--- src/periph_pkg.sv ---
// Shared bus types, address map and boot ROM image for the peripheral subsystem
// Each target owns a 4 KiB window, and only address bits 11:0 reach its register decode
package periph_pkg;

  typedef struct packed {
    logic        req;
    logic        we;
    logic [3:0]  be;
    logic [31:0] addr;
    logic [31:0] wdata;
  } obi_req_t;

  typedef struct packed {
    logic        gnt;
    logic        rvalid;
    logic        err;
    logic [31:0] rdata;
  } obi_resp_t;

  typedef struct packed {
    logic        valid;
    logic        write;
    logic [3:0]  wstrb;
    logic [31:0] addr;
    logic [31:0] wdata;
  } reg_req_t;

  typedef struct packed {
    logic        ready;
    logic        error;
    logic [31:0] rdata;
  } reg_rsp_t;

  localparam int NUM_TARGETS  = 4;
  localparam int TARGET_SEL_W = 2;

  localparam int SOC_CTRL_IDX   = 0;
  localparam int BOOTROM_IDX    = 1;
  localparam int UART_IDX       = 2;
  localparam int EXT_PERIPH_IDX = 3;

  localparam logic [31:0] TARGET_BASE [NUM_TARGETS] = '{
    32'h2000_0000, 32'h2000_1000, 32'h2000_2000, 32'h2000_3000
  };
  localparam logic [31:0] TARGET_SPAN = 32'h0000_1000;

  localparam logic [11:0] EXIT_VALID_OFS = 12'h000;
  localparam logic [11:0] EXIT_VALUE_OFS = 12'h004;
  localparam logic [11:0] BOOT_SEL_OFS   = 12'h008;
  localparam logic [11:0] SCRATCH_OFS    = 12'h00C;

  localparam logic [11:0] UART_TXDATA_OFS = 12'h000;
  localparam logic [11:0] UART_STATUS_OFS = 12'h004;
  localparam logic [11:0] UART_DIV_OFS    = 12'h008;

  localparam logic [15:0] UART_DIV_RESET = 16'd4;

  // Small RV32I stub, parks the hart in a wfi loop
  localparam int BOOT_ROM_DEPTH = 16;
  localparam logic [31:0] BOOT_ROM_WORDS [BOOT_ROM_DEPTH] = '{
    32'h2000_02B7, 32'h0002_A303, 32'h0003_0663, 32'h1000_0537, 32'h0005_0067,
    32'h0000_0013, 32'h1050_0073, 32'hFF9F_F06F, 32'h0000_0013, 32'h0000_0013,
    32'h0000_0013, 32'h0000_0013, 32'h0000_0013, 32'h0000_0013, 32'hDEAD_BEEF,
    32'hB007_0001
  };

endpackage
--- src/peripheral_subsystem.sv ---
// Peripheral subsystem top: OBI bridge, address decode, demux and targets
// The external port may stall with ready low, internal targets answer at once
`timescale 1ns/1ps

module peripheral_subsystem (
  input  logic                  clk_i,
  input  logic                  arst_n_i,
  input  logic                  boot_select_i,
  input  periph_pkg::obi_req_t  obi_req_i,
  output periph_pkg::obi_resp_t obi_resp_o,
  output logic                  exit_valid_o,
  output logic [31:0]           exit_value_o,
  output logic                  uart_tx_o,
  output logic                  uart_tx_done_o,
  output periph_pkg::reg_req_t  ext_req_o,
  input  periph_pkg::reg_rsp_t  ext_rsp_i
);

  periph_pkg::reg_req_t periph_req;
  periph_pkg::reg_rsp_t periph_rsp;

  periph_pkg::reg_req_t [periph_pkg::NUM_TARGETS-1:0] slv_req;
  periph_pkg::reg_rsp_t [periph_pkg::NUM_TARGETS-1:0] slv_rsp;

  logic [periph_pkg::TARGET_SEL_W-1:0] periph_sel;
  logic                                periph_unmapped;

  assign ext_req_o                           = slv_req[periph_pkg::EXT_PERIPH_IDX];
  assign slv_rsp[periph_pkg::EXT_PERIPH_IDX] = ext_rsp_i;

  obi_to_reg obi_to_reg_i (
    .clk_i      (clk_i),
    .arst_n_i   (arst_n_i),
    .obi_req_i  (obi_req_i),
    .obi_resp_o (obi_resp_o),
    .reg_req_o  (periph_req),
    .reg_rsp_i  (periph_rsp)
  );

  periph_addr_decode periph_addr_decode_i (
    .addr_i     (periph_req.addr),
    .sel_o      (periph_sel),
    .unmapped_o (periph_unmapped)
  );

  reg_demux reg_demux_i (
    .clk_i      (clk_i),
    .arst_n_i   (arst_n_i),
    .sel_i      (periph_sel),
    .unmapped_i (periph_unmapped),
    .in_req_i   (periph_req),
    .in_rsp_o   (periph_rsp),
    .out_req_o  (slv_req),
    .out_rsp_i  (slv_rsp)
  );

  soc_ctrl soc_ctrl_i (
    .clk_i         (clk_i),
    .arst_n_i      (arst_n_i),
    .boot_select_i (boot_select_i),
    .reg_req_i     (slv_req[periph_pkg::SOC_CTRL_IDX]),
    .reg_rsp_o     (slv_rsp[periph_pkg::SOC_CTRL_IDX]),
    .exit_valid_o  (exit_valid_o),
    .exit_value_o  (exit_value_o)
  );

  boot_rom boot_rom_i (
    .clk_i     (clk_i),
    .arst_n_i  (arst_n_i),
    .reg_req_i (slv_req[periph_pkg::BOOTROM_IDX]),
    .reg_rsp_o (slv_rsp[periph_pkg::BOOTROM_IDX])
  );

  uart_tx uart_tx_i (
    .clk_i          (clk_i),
    .arst_n_i       (arst_n_i),
    .reg_req_i      (slv_req[periph_pkg::UART_IDX]),
    .reg_rsp_o      (slv_rsp[periph_pkg::UART_IDX]),
    .uart_tx_o      (uart_tx_o),
    .uart_tx_done_o (uart_tx_done_o)
  );

endmodule

--- src/uart_tx.sv ---
// UART transmitter, 8N1, no FIFO
// A TXDATA write while a frame is running is dropped, poll STATUS bit 0 first
// Divisor 0 behaves like 1
`timescale 1ns/1ps

module uart_tx (
  input  logic                 clk_i,
  input  logic                 arst_n_i,
  input  periph_pkg::reg_req_t reg_req_i,
  output periph_pkg::reg_rsp_t reg_rsp_o,
  output logic                 uart_tx_o,
  output logic                 uart_tx_done_o
);

  logic [11:0] ofs;
  logic        wr;
  logic        ofs_known;
  logic        txdata_wr;
  logic        div_wr;
  logic        busy_q;
  logic        done_q;
  logic [9:0]  shift_q;
  logic [3:0]  bit_cnt_q;
  logic [15:0] baud_cnt_q;
  logic [15:0] div_q;

  assign ofs       = reg_req_i.addr[11:0];
  assign wr        = reg_req_i.valid & reg_req_i.write;
  assign ofs_known = (ofs == periph_pkg::UART_TXDATA_OFS) |
                     (ofs == periph_pkg::UART_STATUS_OFS) |
                     (ofs == periph_pkg::UART_DIV_OFS);
  assign txdata_wr = wr & (ofs == periph_pkg::UART_TXDATA_OFS) & reg_req_i.wstrb[0];
  assign div_wr    = wr & (ofs == periph_pkg::UART_DIV_OFS);

  always_ff @(posedge clk_i or negedge arst_n_i) begin
    if (!arst_n_i) begin
      busy_q     <= 1'b0;
      done_q     <= 1'b0;
      shift_q    <= '1;
      bit_cnt_q  <= 4'd0;
      baud_cnt_q <= 16'd0;
      div_q      <= periph_pkg::UART_DIV_RESET;
    end else begin
      done_q <= 1'b0;
      if (div_wr && reg_req_i.wstrb[0]) div_q[7:0] <= reg_req_i.wdata[7:0];
      if (div_wr && reg_req_i.wstrb[1]) div_q[15:8] <= reg_req_i.wdata[15:8];
      if (!busy_q) begin
        if (txdata_wr) begin
          // Stop, data LSB first, start
          shift_q    <= {1'b1, reg_req_i.wdata[7:0], 1'b0};
          busy_q     <= 1'b1;
          bit_cnt_q  <= 4'd0;
          baud_cnt_q <= 16'd0;
        end
      end else if (baud_cnt_q + 16'd1 >= div_q) begin
        baud_cnt_q <= 16'd0;
        shift_q    <= {1'b1, shift_q[9:1]};
        if (bit_cnt_q == 4'd9) begin
          busy_q <= 1'b0;
          done_q <= 1'b1;
        end else begin
          bit_cnt_q <= bit_cnt_q + 4'd1;
        end
      end else begin
        baud_cnt_q <= baud_cnt_q + 16'd1;
      end
    end
  end

  always_comb begin
    reg_rsp_o.ready = reg_req_i.valid;
    reg_rsp_o.error = reg_req_i.valid &
                      (~ofs_known | (reg_req_i.write & ofs == periph_pkg::UART_STATUS_OFS));
    if (ofs == periph_pkg::UART_STATUS_OFS) begin
      reg_rsp_o.rdata = {31'h0, busy_q};
    end else if (ofs == periph_pkg::UART_DIV_OFS) begin
      reg_rsp_o.rdata = {16'h0, div_q};
    end else begin
      reg_rsp_o.rdata = 32'h0;
    end
  end

  // Line idles high
  assign uart_tx_o      = busy_q ? shift_q[0] : 1'b1;
  assign uart_tx_done_o = done_q;

  a_idle_high : assert property (
    @(posedge clk_i) disable iff (!arst_n_i)
    !busy_q |-> uart_tx_o
  ) else $error("tx line low while idle");

endmodule

--- src/boot_rom.sv ---
// Boot ROM, 16 words from the package image at the bottom of its window
// Reads above 0x3C return zero, every write is refused with an error
`timescale 1ns/1ps

module boot_rom (
  input  logic                 clk_i,
  input  logic                 arst_n_i,
  input  periph_pkg::reg_req_t reg_req_i,
  output periph_pkg::reg_rsp_t reg_rsp_o
);

  logic [11:0] ofs;
  logic [3:0]  word_idx;
  logic        in_rom;

  assign ofs      = reg_req_i.addr[11:0];
  assign word_idx = reg_req_i.addr[5:2];
  assign in_rom   = ofs < 12'h040;

  always_comb begin
    reg_rsp_o.ready = reg_req_i.valid;
    reg_rsp_o.error = reg_req_i.valid & reg_req_i.write;
    if (in_rom && !reg_req_i.write) begin
      reg_rsp_o.rdata = periph_pkg::BOOT_ROM_WORDS[word_idx];
    end else begin
      reg_rsp_o.rdata = 32'h0;
    end
  end

  a_ready_needs_valid : assert property (
    @(posedge clk_i) disable iff (!arst_n_i)
    reg_rsp_o.ready |-> reg_req_i.valid
  ) else $error("boot ROM ready without a request");

endmodule

--- src/soc_ctrl.sv ---
// SoC control registers, single-cycle register bus target
// boot_select_i is sampled once per cycle, BOOT_SEL is read only
`timescale 1ns/1ps

module soc_ctrl (
  input  logic                 clk_i,
  input  logic                 arst_n_i,
  input  logic                 boot_select_i,
  input  periph_pkg::reg_req_t reg_req_i,
  output periph_pkg::reg_rsp_t reg_rsp_o,
  output logic                 exit_valid_o,
  output logic [31:0]          exit_value_o
);

  logic [11:0] ofs;
  logic        wr;
  logic        ofs_known;
  logic        exit_valid_q;
  logic [31:0] exit_value_q;
  logic [31:0] scratch_q;
  logic        boot_sel_q;

  assign ofs = reg_req_i.addr[11:0];
  assign wr  = reg_req_i.valid & reg_req_i.write;

  assign ofs_known = (ofs == periph_pkg::EXIT_VALID_OFS) |
                     (ofs == periph_pkg::EXIT_VALUE_OFS) |
                     (ofs == periph_pkg::BOOT_SEL_OFS) |
                     (ofs == periph_pkg::SCRATCH_OFS);

  always_ff @(posedge clk_i or negedge arst_n_i) begin
    if (!arst_n_i) begin
      exit_valid_q <= 1'b0;
      exit_value_q <= 32'h0;
      boot_sel_q   <= 1'b0;
    end else begin
      boot_sel_q <= boot_select_i;
      if (wr && ofs == periph_pkg::EXIT_VALID_OFS && reg_req_i.wstrb[0]) begin
        exit_valid_q <= reg_req_i.wdata[0];
      end
      if (wr && ofs == periph_pkg::EXIT_VALUE_OFS) begin
        for (int b = 0; b < 4; b++) begin
          if (reg_req_i.wstrb[b]) exit_value_q[8*b +: 8] <= reg_req_i.wdata[8*b +: 8];
        end
      end
    end
  end

  always_ff @(posedge clk_i) begin
    if (wr && ofs == periph_pkg::SCRATCH_OFS) begin
      for (int b = 0; b < 4; b++) begin
        if (reg_req_i.wstrb[b]) scratch_q[8*b +: 8] <= reg_req_i.wdata[8*b +: 8];
      end
    end
  end

  always_comb begin
    reg_rsp_o.ready = reg_req_i.valid;
    reg_rsp_o.error = reg_req_i.valid &
                      (~ofs_known | (reg_req_i.write & ofs == periph_pkg::BOOT_SEL_OFS));
    unique case (ofs)
      periph_pkg::EXIT_VALID_OFS: reg_rsp_o.rdata = {31'h0, exit_valid_q};
      periph_pkg::EXIT_VALUE_OFS: reg_rsp_o.rdata = exit_value_q;
      periph_pkg::BOOT_SEL_OFS:   reg_rsp_o.rdata = {31'h0, boot_sel_q};
      periph_pkg::SCRATCH_OFS:    reg_rsp_o.rdata = scratch_q;
      default:                    reg_rsp_o.rdata = 32'h0;
    endcase
  end

  assign exit_valid_o = exit_valid_q;
  assign exit_value_o = exit_value_q;

endmodule

--- src/reg_demux.sv ---
// Register bus demux, forwards valid to one target only
// Unmapped accesses are answered here with an error and zero data
`timescale 1ns/1ps

module reg_demux (
  input  logic                                    clk_i,
  input  logic                                    arst_n_i,
  input  logic [periph_pkg::TARGET_SEL_W-1:0]      sel_i,
  input  logic                                    unmapped_i,
  input  periph_pkg::reg_req_t                     in_req_i,
  output periph_pkg::reg_rsp_t                     in_rsp_o,
  output periph_pkg::reg_req_t [periph_pkg::NUM_TARGETS-1:0] out_req_o,
  input  periph_pkg::reg_rsp_t [periph_pkg::NUM_TARGETS-1:0] out_rsp_i
);

  logic [periph_pkg::NUM_TARGETS-1:0] out_valid;

  always_comb begin
    for (int i = 0; i < periph_pkg::NUM_TARGETS; i++) begin
      out_req_o[i]       = in_req_i;
      out_req_o[i].valid = in_req_i.valid & ~unmapped_i &
                           (sel_i == i[periph_pkg::TARGET_SEL_W-1:0]);
      out_valid[i]       = out_req_o[i].valid;
    end
  end

  always_comb begin
    if (unmapped_i) begin
      in_rsp_o.ready = in_req_i.valid;
      in_rsp_o.error = 1'b1;
      in_rsp_o.rdata = 32'h0;
    end else begin
      in_rsp_o = out_rsp_i[sel_i];
    end
  end

  a_onehot_valid : assert property (
    @(posedge clk_i) disable iff (!arst_n_i)
    $onehot0(out_valid)
  ) else $error("more than one target selected");

endmodule

--- src/periph_addr_decode.sv ---
// Combinational address decode against the base/span table
// Windows must not overlap, the last match wins otherwise
`timescale 1ns/1ps

module periph_addr_decode (
  input  logic [31:0]                       addr_i,
  output logic [periph_pkg::TARGET_SEL_W-1:0] sel_o,
  output logic                              unmapped_o
);

  logic hit;

  always_comb begin
    hit   = 1'b0;
    sel_o = '0;
    for (int i = 0; i < periph_pkg::NUM_TARGETS; i++) begin
      if (addr_i >= periph_pkg::TARGET_BASE[i] &&
          addr_i < periph_pkg::TARGET_BASE[i] + periph_pkg::TARGET_SPAN) begin
        hit   = 1'b1;
        sel_o = i[periph_pkg::TARGET_SEL_W-1:0];
      end
    end
  end

  // Nothing in the map claims this address
  assign unmapped_o = ~hit;

endmodule

--- src/obi_to_reg.sv ---
// OBI slave to register bus bridge, one transfer in flight
// The master must hold req and its fields stable until gnt
`timescale 1ns/1ps

module obi_to_reg (
  input  logic                 clk_i,
  input  logic                 arst_n_i,
  input  periph_pkg::obi_req_t  obi_req_i,
  output periph_pkg::obi_resp_t obi_resp_o,
  output periph_pkg::reg_req_t  reg_req_o,
  input  periph_pkg::reg_rsp_t  reg_rsp_i
);

  logic        gnt;
  logic        rvalid_q;
  logic        err_q;
  logic [31:0] rdata_q;

  assign reg_req_o.valid = obi_req_i.req;
  assign reg_req_o.write = obi_req_i.we;
  assign reg_req_o.wstrb = obi_req_i.be;
  assign reg_req_o.addr  = obi_req_i.addr;
  assign reg_req_o.wdata = obi_req_i.wdata;

  // Grant as soon as the addressed target is ready
  assign gnt = obi_req_i.req & reg_rsp_i.ready;

  always_ff @(posedge clk_i or negedge arst_n_i) begin
    if (!arst_n_i) begin
      rvalid_q <= 1'b0;
    end else begin
      rvalid_q <= gnt;
    end
  end

  // Response beat, writes return zero data
  always_ff @(posedge clk_i) begin
    if (gnt) begin
      err_q   <= reg_rsp_i.error;
      rdata_q <= obi_req_i.we ? 32'h0 : reg_rsp_i.rdata;
    end
  end

  assign obi_resp_o.gnt    = gnt;
  assign obi_resp_o.rvalid = rvalid_q;
  assign obi_resp_o.err    = err_q;
  assign obi_resp_o.rdata  = rdata_q;

  a_rvalid_after_gnt : assert property (
    @(posedge clk_i) disable iff (!arst_n_i)
    obi_resp_o.rvalid |-> $past(obi_resp_o.gnt)
  ) else $error("rvalid without a grant in the previous cycle");

endmodule

--- config.mk ---
export PLATFORM = sky130hd
export DESIGN_NAME = peripheral_subsystem
export DESIGN_NICKNAME = d
export VERILOG_FILES = /design/src/periph_pkg.sv /design/src/peripheral_subsystem.sv /design/src/uart_tx.sv /design/src/boot_rom.sv /design/src/soc_ctrl.sv /design/src/reg_demux.sv /design/src/periph_addr_decode.sv /design/src/obi_to_reg.sv
export SDC_FILE = /design/constraint.sdc
export NUM_CORES = 1
export LEC_CHECK = 0
export BUFFER_PORTS_ARGS = -buffer_cell sky130_fd_sc_hd__buf_2
export CAP_MARGIN = 20
export CORE_ASPECT_RATIO = 1.1
export CORE_MARGIN = 2
export CORE_UTILIZATION = 49
export DETAILED_ROUTE_END_ITERATION = 7
export GPL_TIMING_DRIVEN = 0
export HOLD_SLACK_MARGIN = 0.02
export PLACE_DENSITY = 0.73
export SLEW_MARGIN = 40
export SYNTH_ARGS = -nofsm -noshare
export SYNTH_HDL_FRONTEND = slang
export SYNTH_HIERARCHICAL = 1
export SYNTH_SLANG_ARGS = --single-unit
--- constraint.sdc ---
create_clock -name clk_i -period 13.6 [get_ports clk_i]
set_clock_uncertainty 0.2 [all_clocks]
set_input_delay 1.36 -clock clk_i [delete_from_list [all_inputs] [get_ports clk_i]]
set_output_delay 1.36 -clock clk_i [all_outputs]
set_load 0.01 [all_outputs]
Word level (Yosys, flattened, before mapping)
Memory sizes are Yosys's and may differ from the RTL's.
Cells that the tools add are included.

storage, ports and cells
  register bits = 148
  memories kept = 1
  input port bits = 107
  logic and storage cells = 129
  ROM bits = 512
  output and inout port bits = 140
  latch bits = 0
  RAM bits = 0

operators by class
  $lt $le $gt $ge = 12
  eq/ne operators = 9
  reduce and logical (&&, ||, !) cells = 26
  multiplexer cells = 34
  bitwise logic cells = 25
  add/sub/neg operators = 2
  multipliers = 0
  divide/modulo/power cells = 0
  shift operators = 0

memories
  name              words  bits a word  rd ports  clocked after Yosys merged registers in  wr ports  RTL line        RTL
  (name not given)  16     32           1         0                                        0         boot_rom.sv:24  reg_rsp_o.rdata = periph_pkg::BOOT_ROM_WORDS[word_idx];

operator list
  operator                                                              number
  greater-or-equal comparator 32 x 30 -> 1 bit (second input constant)  4
  < comparator 32 x 30 -> 1 bit (second input constant)                 4
  two-way mux 32 bit                                                    4
  one-hot mux 32 bit (4 select lines)                                   1
  binary-select mux 34 bit (select 2 bit)                               1
  two-way mux 34 bit                                                    2
  two-way mux 16 bit                                                    4
  two-way mux 10 bit                                                    3
  equality test 12 x 4 -> 1 bit (second input constant)                 2
  AND reduction 2 bit                                                   9
  adder 16 x 1 -> 16 bit (second input constant)                        1
  AND 1 bit                                                             16
  greater-or-equal comparator 16 bit                                    1
  two-way mux 4 bit                                                     4
  two-way mux 1 bit                                                     13
  equality test 12 x 3 -> 1 bit (second input constant)                 1
  zero test 12 bit                                                      1
  < comparator 12 x 7 -> 1 bit (second input constant)                  1
  logical AND 1 bit                                                     11
  greater-or-equal comparator 5 bit (second input constant)             1
  NOT 4 -> 5 bit                                                        1
  OR 1 bit                                                              5
  adder 4 x 1 -> 4 bit (second input constant)                          1
  equality test 2 bit (second input constant)                           2
  other kinds (11)                                                      15

Longest topological paths before layout
  word-level depth = 13
  depth in mapped cells = 14
  gate-level depth less buffers = 13

Hierarchy
The synthesis kept the hierarchy.

modules (own cells, without submodules)
  module              area each (um^2)  seq. area each (um^2)  instances  cells an instance
  reg_demux           3,163.0           0.0                    1          365
  uart_tx             3,099.2           1,188.6                1          347
  soc_ctrl            3,047.9           1,811.7                1          202
  obi_to_reg          1,793.0           1,016.0                1          143
  boot_rom            459.2             0.0                    1          71
  periph_addr_decode  68.8              0.0                    1          9

Worst setup path after synthesis
No wires, ideal clock.

  path kind = input -> output
  start point = in obi_req_i[58] (netlist name)
  end point = out obi_resp_o[34] (netlist name)
  required time = 12,040 ps
  slack = 7,348 ps
  path buffers = 3
  arrival time = 4,692 ps
  cell stages on the path = 12
  path through = buf_4 nor4_1 nand4_1 or3_1 nor2b_1 nor3b_1 buf_4 nor2b_1 a2111oi_0 a311oi_1 and2_1 buf_4

RTL lines
  what                RTL line                    RTL
  start: declaration  peripheral_subsystem.sv:9   input periph_pkg::obi_req_t obi_req_i,
  end: declaration    peripheral_subsystem.sv:10  output periph_pkg::obi_resp_t obi_resp_o,

==> key figures <==
Outcome
  – Status: complete, no violations

GRT
  – Remaining global-route overflow: 0
  – Antenna violations before repair: 0
  – Vias in the first global route: 7694
  – Pin count of the biggest net entering global routing: 50
  – GRT Total Usage: 23.5%
  – First-pass GRT wire length: 42.3 mm

Floorplan
  – Num rows: 56
  – Total die area: 0.0232 mm2
  – Starting Density: 50.2%
  – I/O pins: 247
  – Die Y: 159 um
  – Core Region: 0.0214 mm2
  – Chip width: 145 um

Pwr
  – Static Leak: 6.15 nW
  – Worst vdd ir: 0.0892 mV
  – PwrDens: 82.3 mW/mm2

Timing
  – Pins Over Slew Limit: 0
  – Min Hold Slack: 0.290 ns
  – Period utilisation layout: 48.1%
  – Min Tclk post-route: 6.54 ns
  – Setup TNS: 0 ns
  – Slew of the pin with the lowest slew margin: 0.828 ns
  – Headroom to the max-slew limit: 44.4%
  – Final setup violation count: 0
  – RSZ-0062 raised after global routing: false
  – Fin. Hold Viols: 0
  – Max Fclk: 0.153 GHz

Synth
  – Synthesized area: 0.0108 mm2
  – Ys Warns: 6
  – Cell count after synthesis: 1021
  – Synthesized area per cell: 10.5 um2

Worst setup path
  – CP startpoint: obi_req_i[46]
  – Crit-path max FO: 19
  – Critical path data arrival time: 4.98 ns
  – Cell at the slowest stage of the critical path: nor4b_2
  – Setup crit end kind: output port
  – Worst R2R Path Depth: 14
  – CP max stage delay: 0.61 ns
  – Worst R2R Start: uart_tx_i/baud_cnt_q[0]
  – Crit path top cell by count: buf_4
  – CP startpoint kind: input pin
  – Crit-path cells: buf_4 > nor4_1 > nand4_1 > nor4b_2 > buf_4 > buf_2 > and3b_1 > buf_4 > a2111oi_0 > a311oi_1 > and2_2 > buf_16 > buf_4 > buf_2
  – CP Data Required Time: 12.04 ns
  – Setup CP Type: input pin to output port

CTS
  – CTS root buf: clkbuf_16
  – Clk buf depth: 2
  – CTS tree: yes
  – CTS resizes: 0
  – Cts hold-fix bufs: 0
  – Clock slew at reported path FFs: 0.06 ns
  – Clock sinks: 147
  – CTS Buf Count: 17
  – Worst skew pair latency: 0.43 ns
  – Number of H-tree levels: 4
  – Setup Buffers After CTS: 0

Route
  – Total wire length: 27.0 mm
  – Routed vias/inst: 4.96
  – Post-route ant nets: 0
  – Initial DRC count: 433
  – Drc violations: 0
  – Routed via count: 7635
  – Drt wl/cell: 17.5 um
  – DRT Pass-1 Iters: 5

Cells and area
  – NumNets Final: 1368
  – Non-filler cells, final: 1540
  – Layout area overhead: 18.6%
  – Antenna diodes: 0
  – Commonest cells after routing, fill and taps aside: buf_4, buf_2, dfrtp_1
  – Most common cell after layout, fill and taps aside: buf_4
  – Utilization after layout: 59.5%
  – Share of cells above drive strength 1: 50.5%

Place
  – Placer congestion estimate: 0.894
  – Placed insts: 1508
  – PortBufs: 178
  – HPWL Detailed: 21.3 mm

Min path
  – Tightest Hold Check Type: register to register
  – Worst hold stages: 2
  – Min-delay src: uart_tx_i/shift_q[6]

Flow run
  – Max-Cap Viols: 0
-- routing by layer --
metal	wire length, um	GRT usage, %	up-vias
met1	11000	28.6	3650
met3	1390	3.81	21
met5	0	0	-
met4	368	5.88	0
li1	-	-	3713
met2	14200	43.3	251
-- sequential cells by signal (all words and copies together) (netlist names) --
signal / count
obi_to_reg_i/err_q: 1
obi_to_reg_i/rdata_q: 32
obi_to_reg_i/rvalid_q: 1
soc_ctrl_i/boot_sel_q: 1
soc_ctrl_i/exit_valid_o: 1
soc_ctrl_i/exit_value_o: 32
soc_ctrl_i/scratch_q: 32
uart_tx_i/baud_cnt_q: 16
uart_tx_i/bit_cnt_q: 4
uart_tx_i/busy_q: 1
uart_tx_i/div_q: 16
uart_tx_i/shift_q: 9
uart_tx_i/uart_tx_done_o: 1
-- area by class of cell --
type,count,area (um2)
fillers,1809,8680
multi-input cells,555,4480
flip-flops and latches,147,4020
plain buffers,308,2260
repair buffers,182,967
clock buffers,18,429
well taps,290,363
clock inverters,14,141
inverters,26,97.6
-- critical path: cells and delay by family --
family,cells,cell delay (ns)
simple gates,5,2.00
buf+inv,7,1.27
compound gates,2,0.32
-- metrics by stage --
stage | power [mW] | setup slack [ns] | area, um2
5_1_grt | 1.09 | 6.84 | 12800
6_report | 1.05 | 7.06 | 12800
3_5_place_dp | 0.597 | 6.89 | 12200
2_1_floorplan | 0.558 | 7.36 | 10800
4_1_cts | 1.06 | 6.87 | 12800
3_3_place_gp | 0.594 | 6.15 | 12100
-- power breakdown --
group          total, mW  switching [mW]  internal [mW]
logic              0.122          0.0542         0.0674
clock network      0.462           0.205          0.257
registers          0.466        0.000663          0.466
total               1.05           0.260          0.790
-- path summary, 6_finish.rpt --
check | end | slack, ns
worst max-delay path | obi_resp_o[34] | 7.06
worst min-delay path | uart_tx_i/shift_q[5] | 0.29
worst max register to register | uart_tx_i/baud_cnt_q[7] | 9.47
worst min register to register | uart_tx_i/shift_q[5] | 0.29
max in group asynchronous | uart_tx_i/shift_q[4] | 11.93
min in group asynchronous | uart_tx_i/uart_tx_done_o | 0.63
Power figures use the tool's default switching activity.
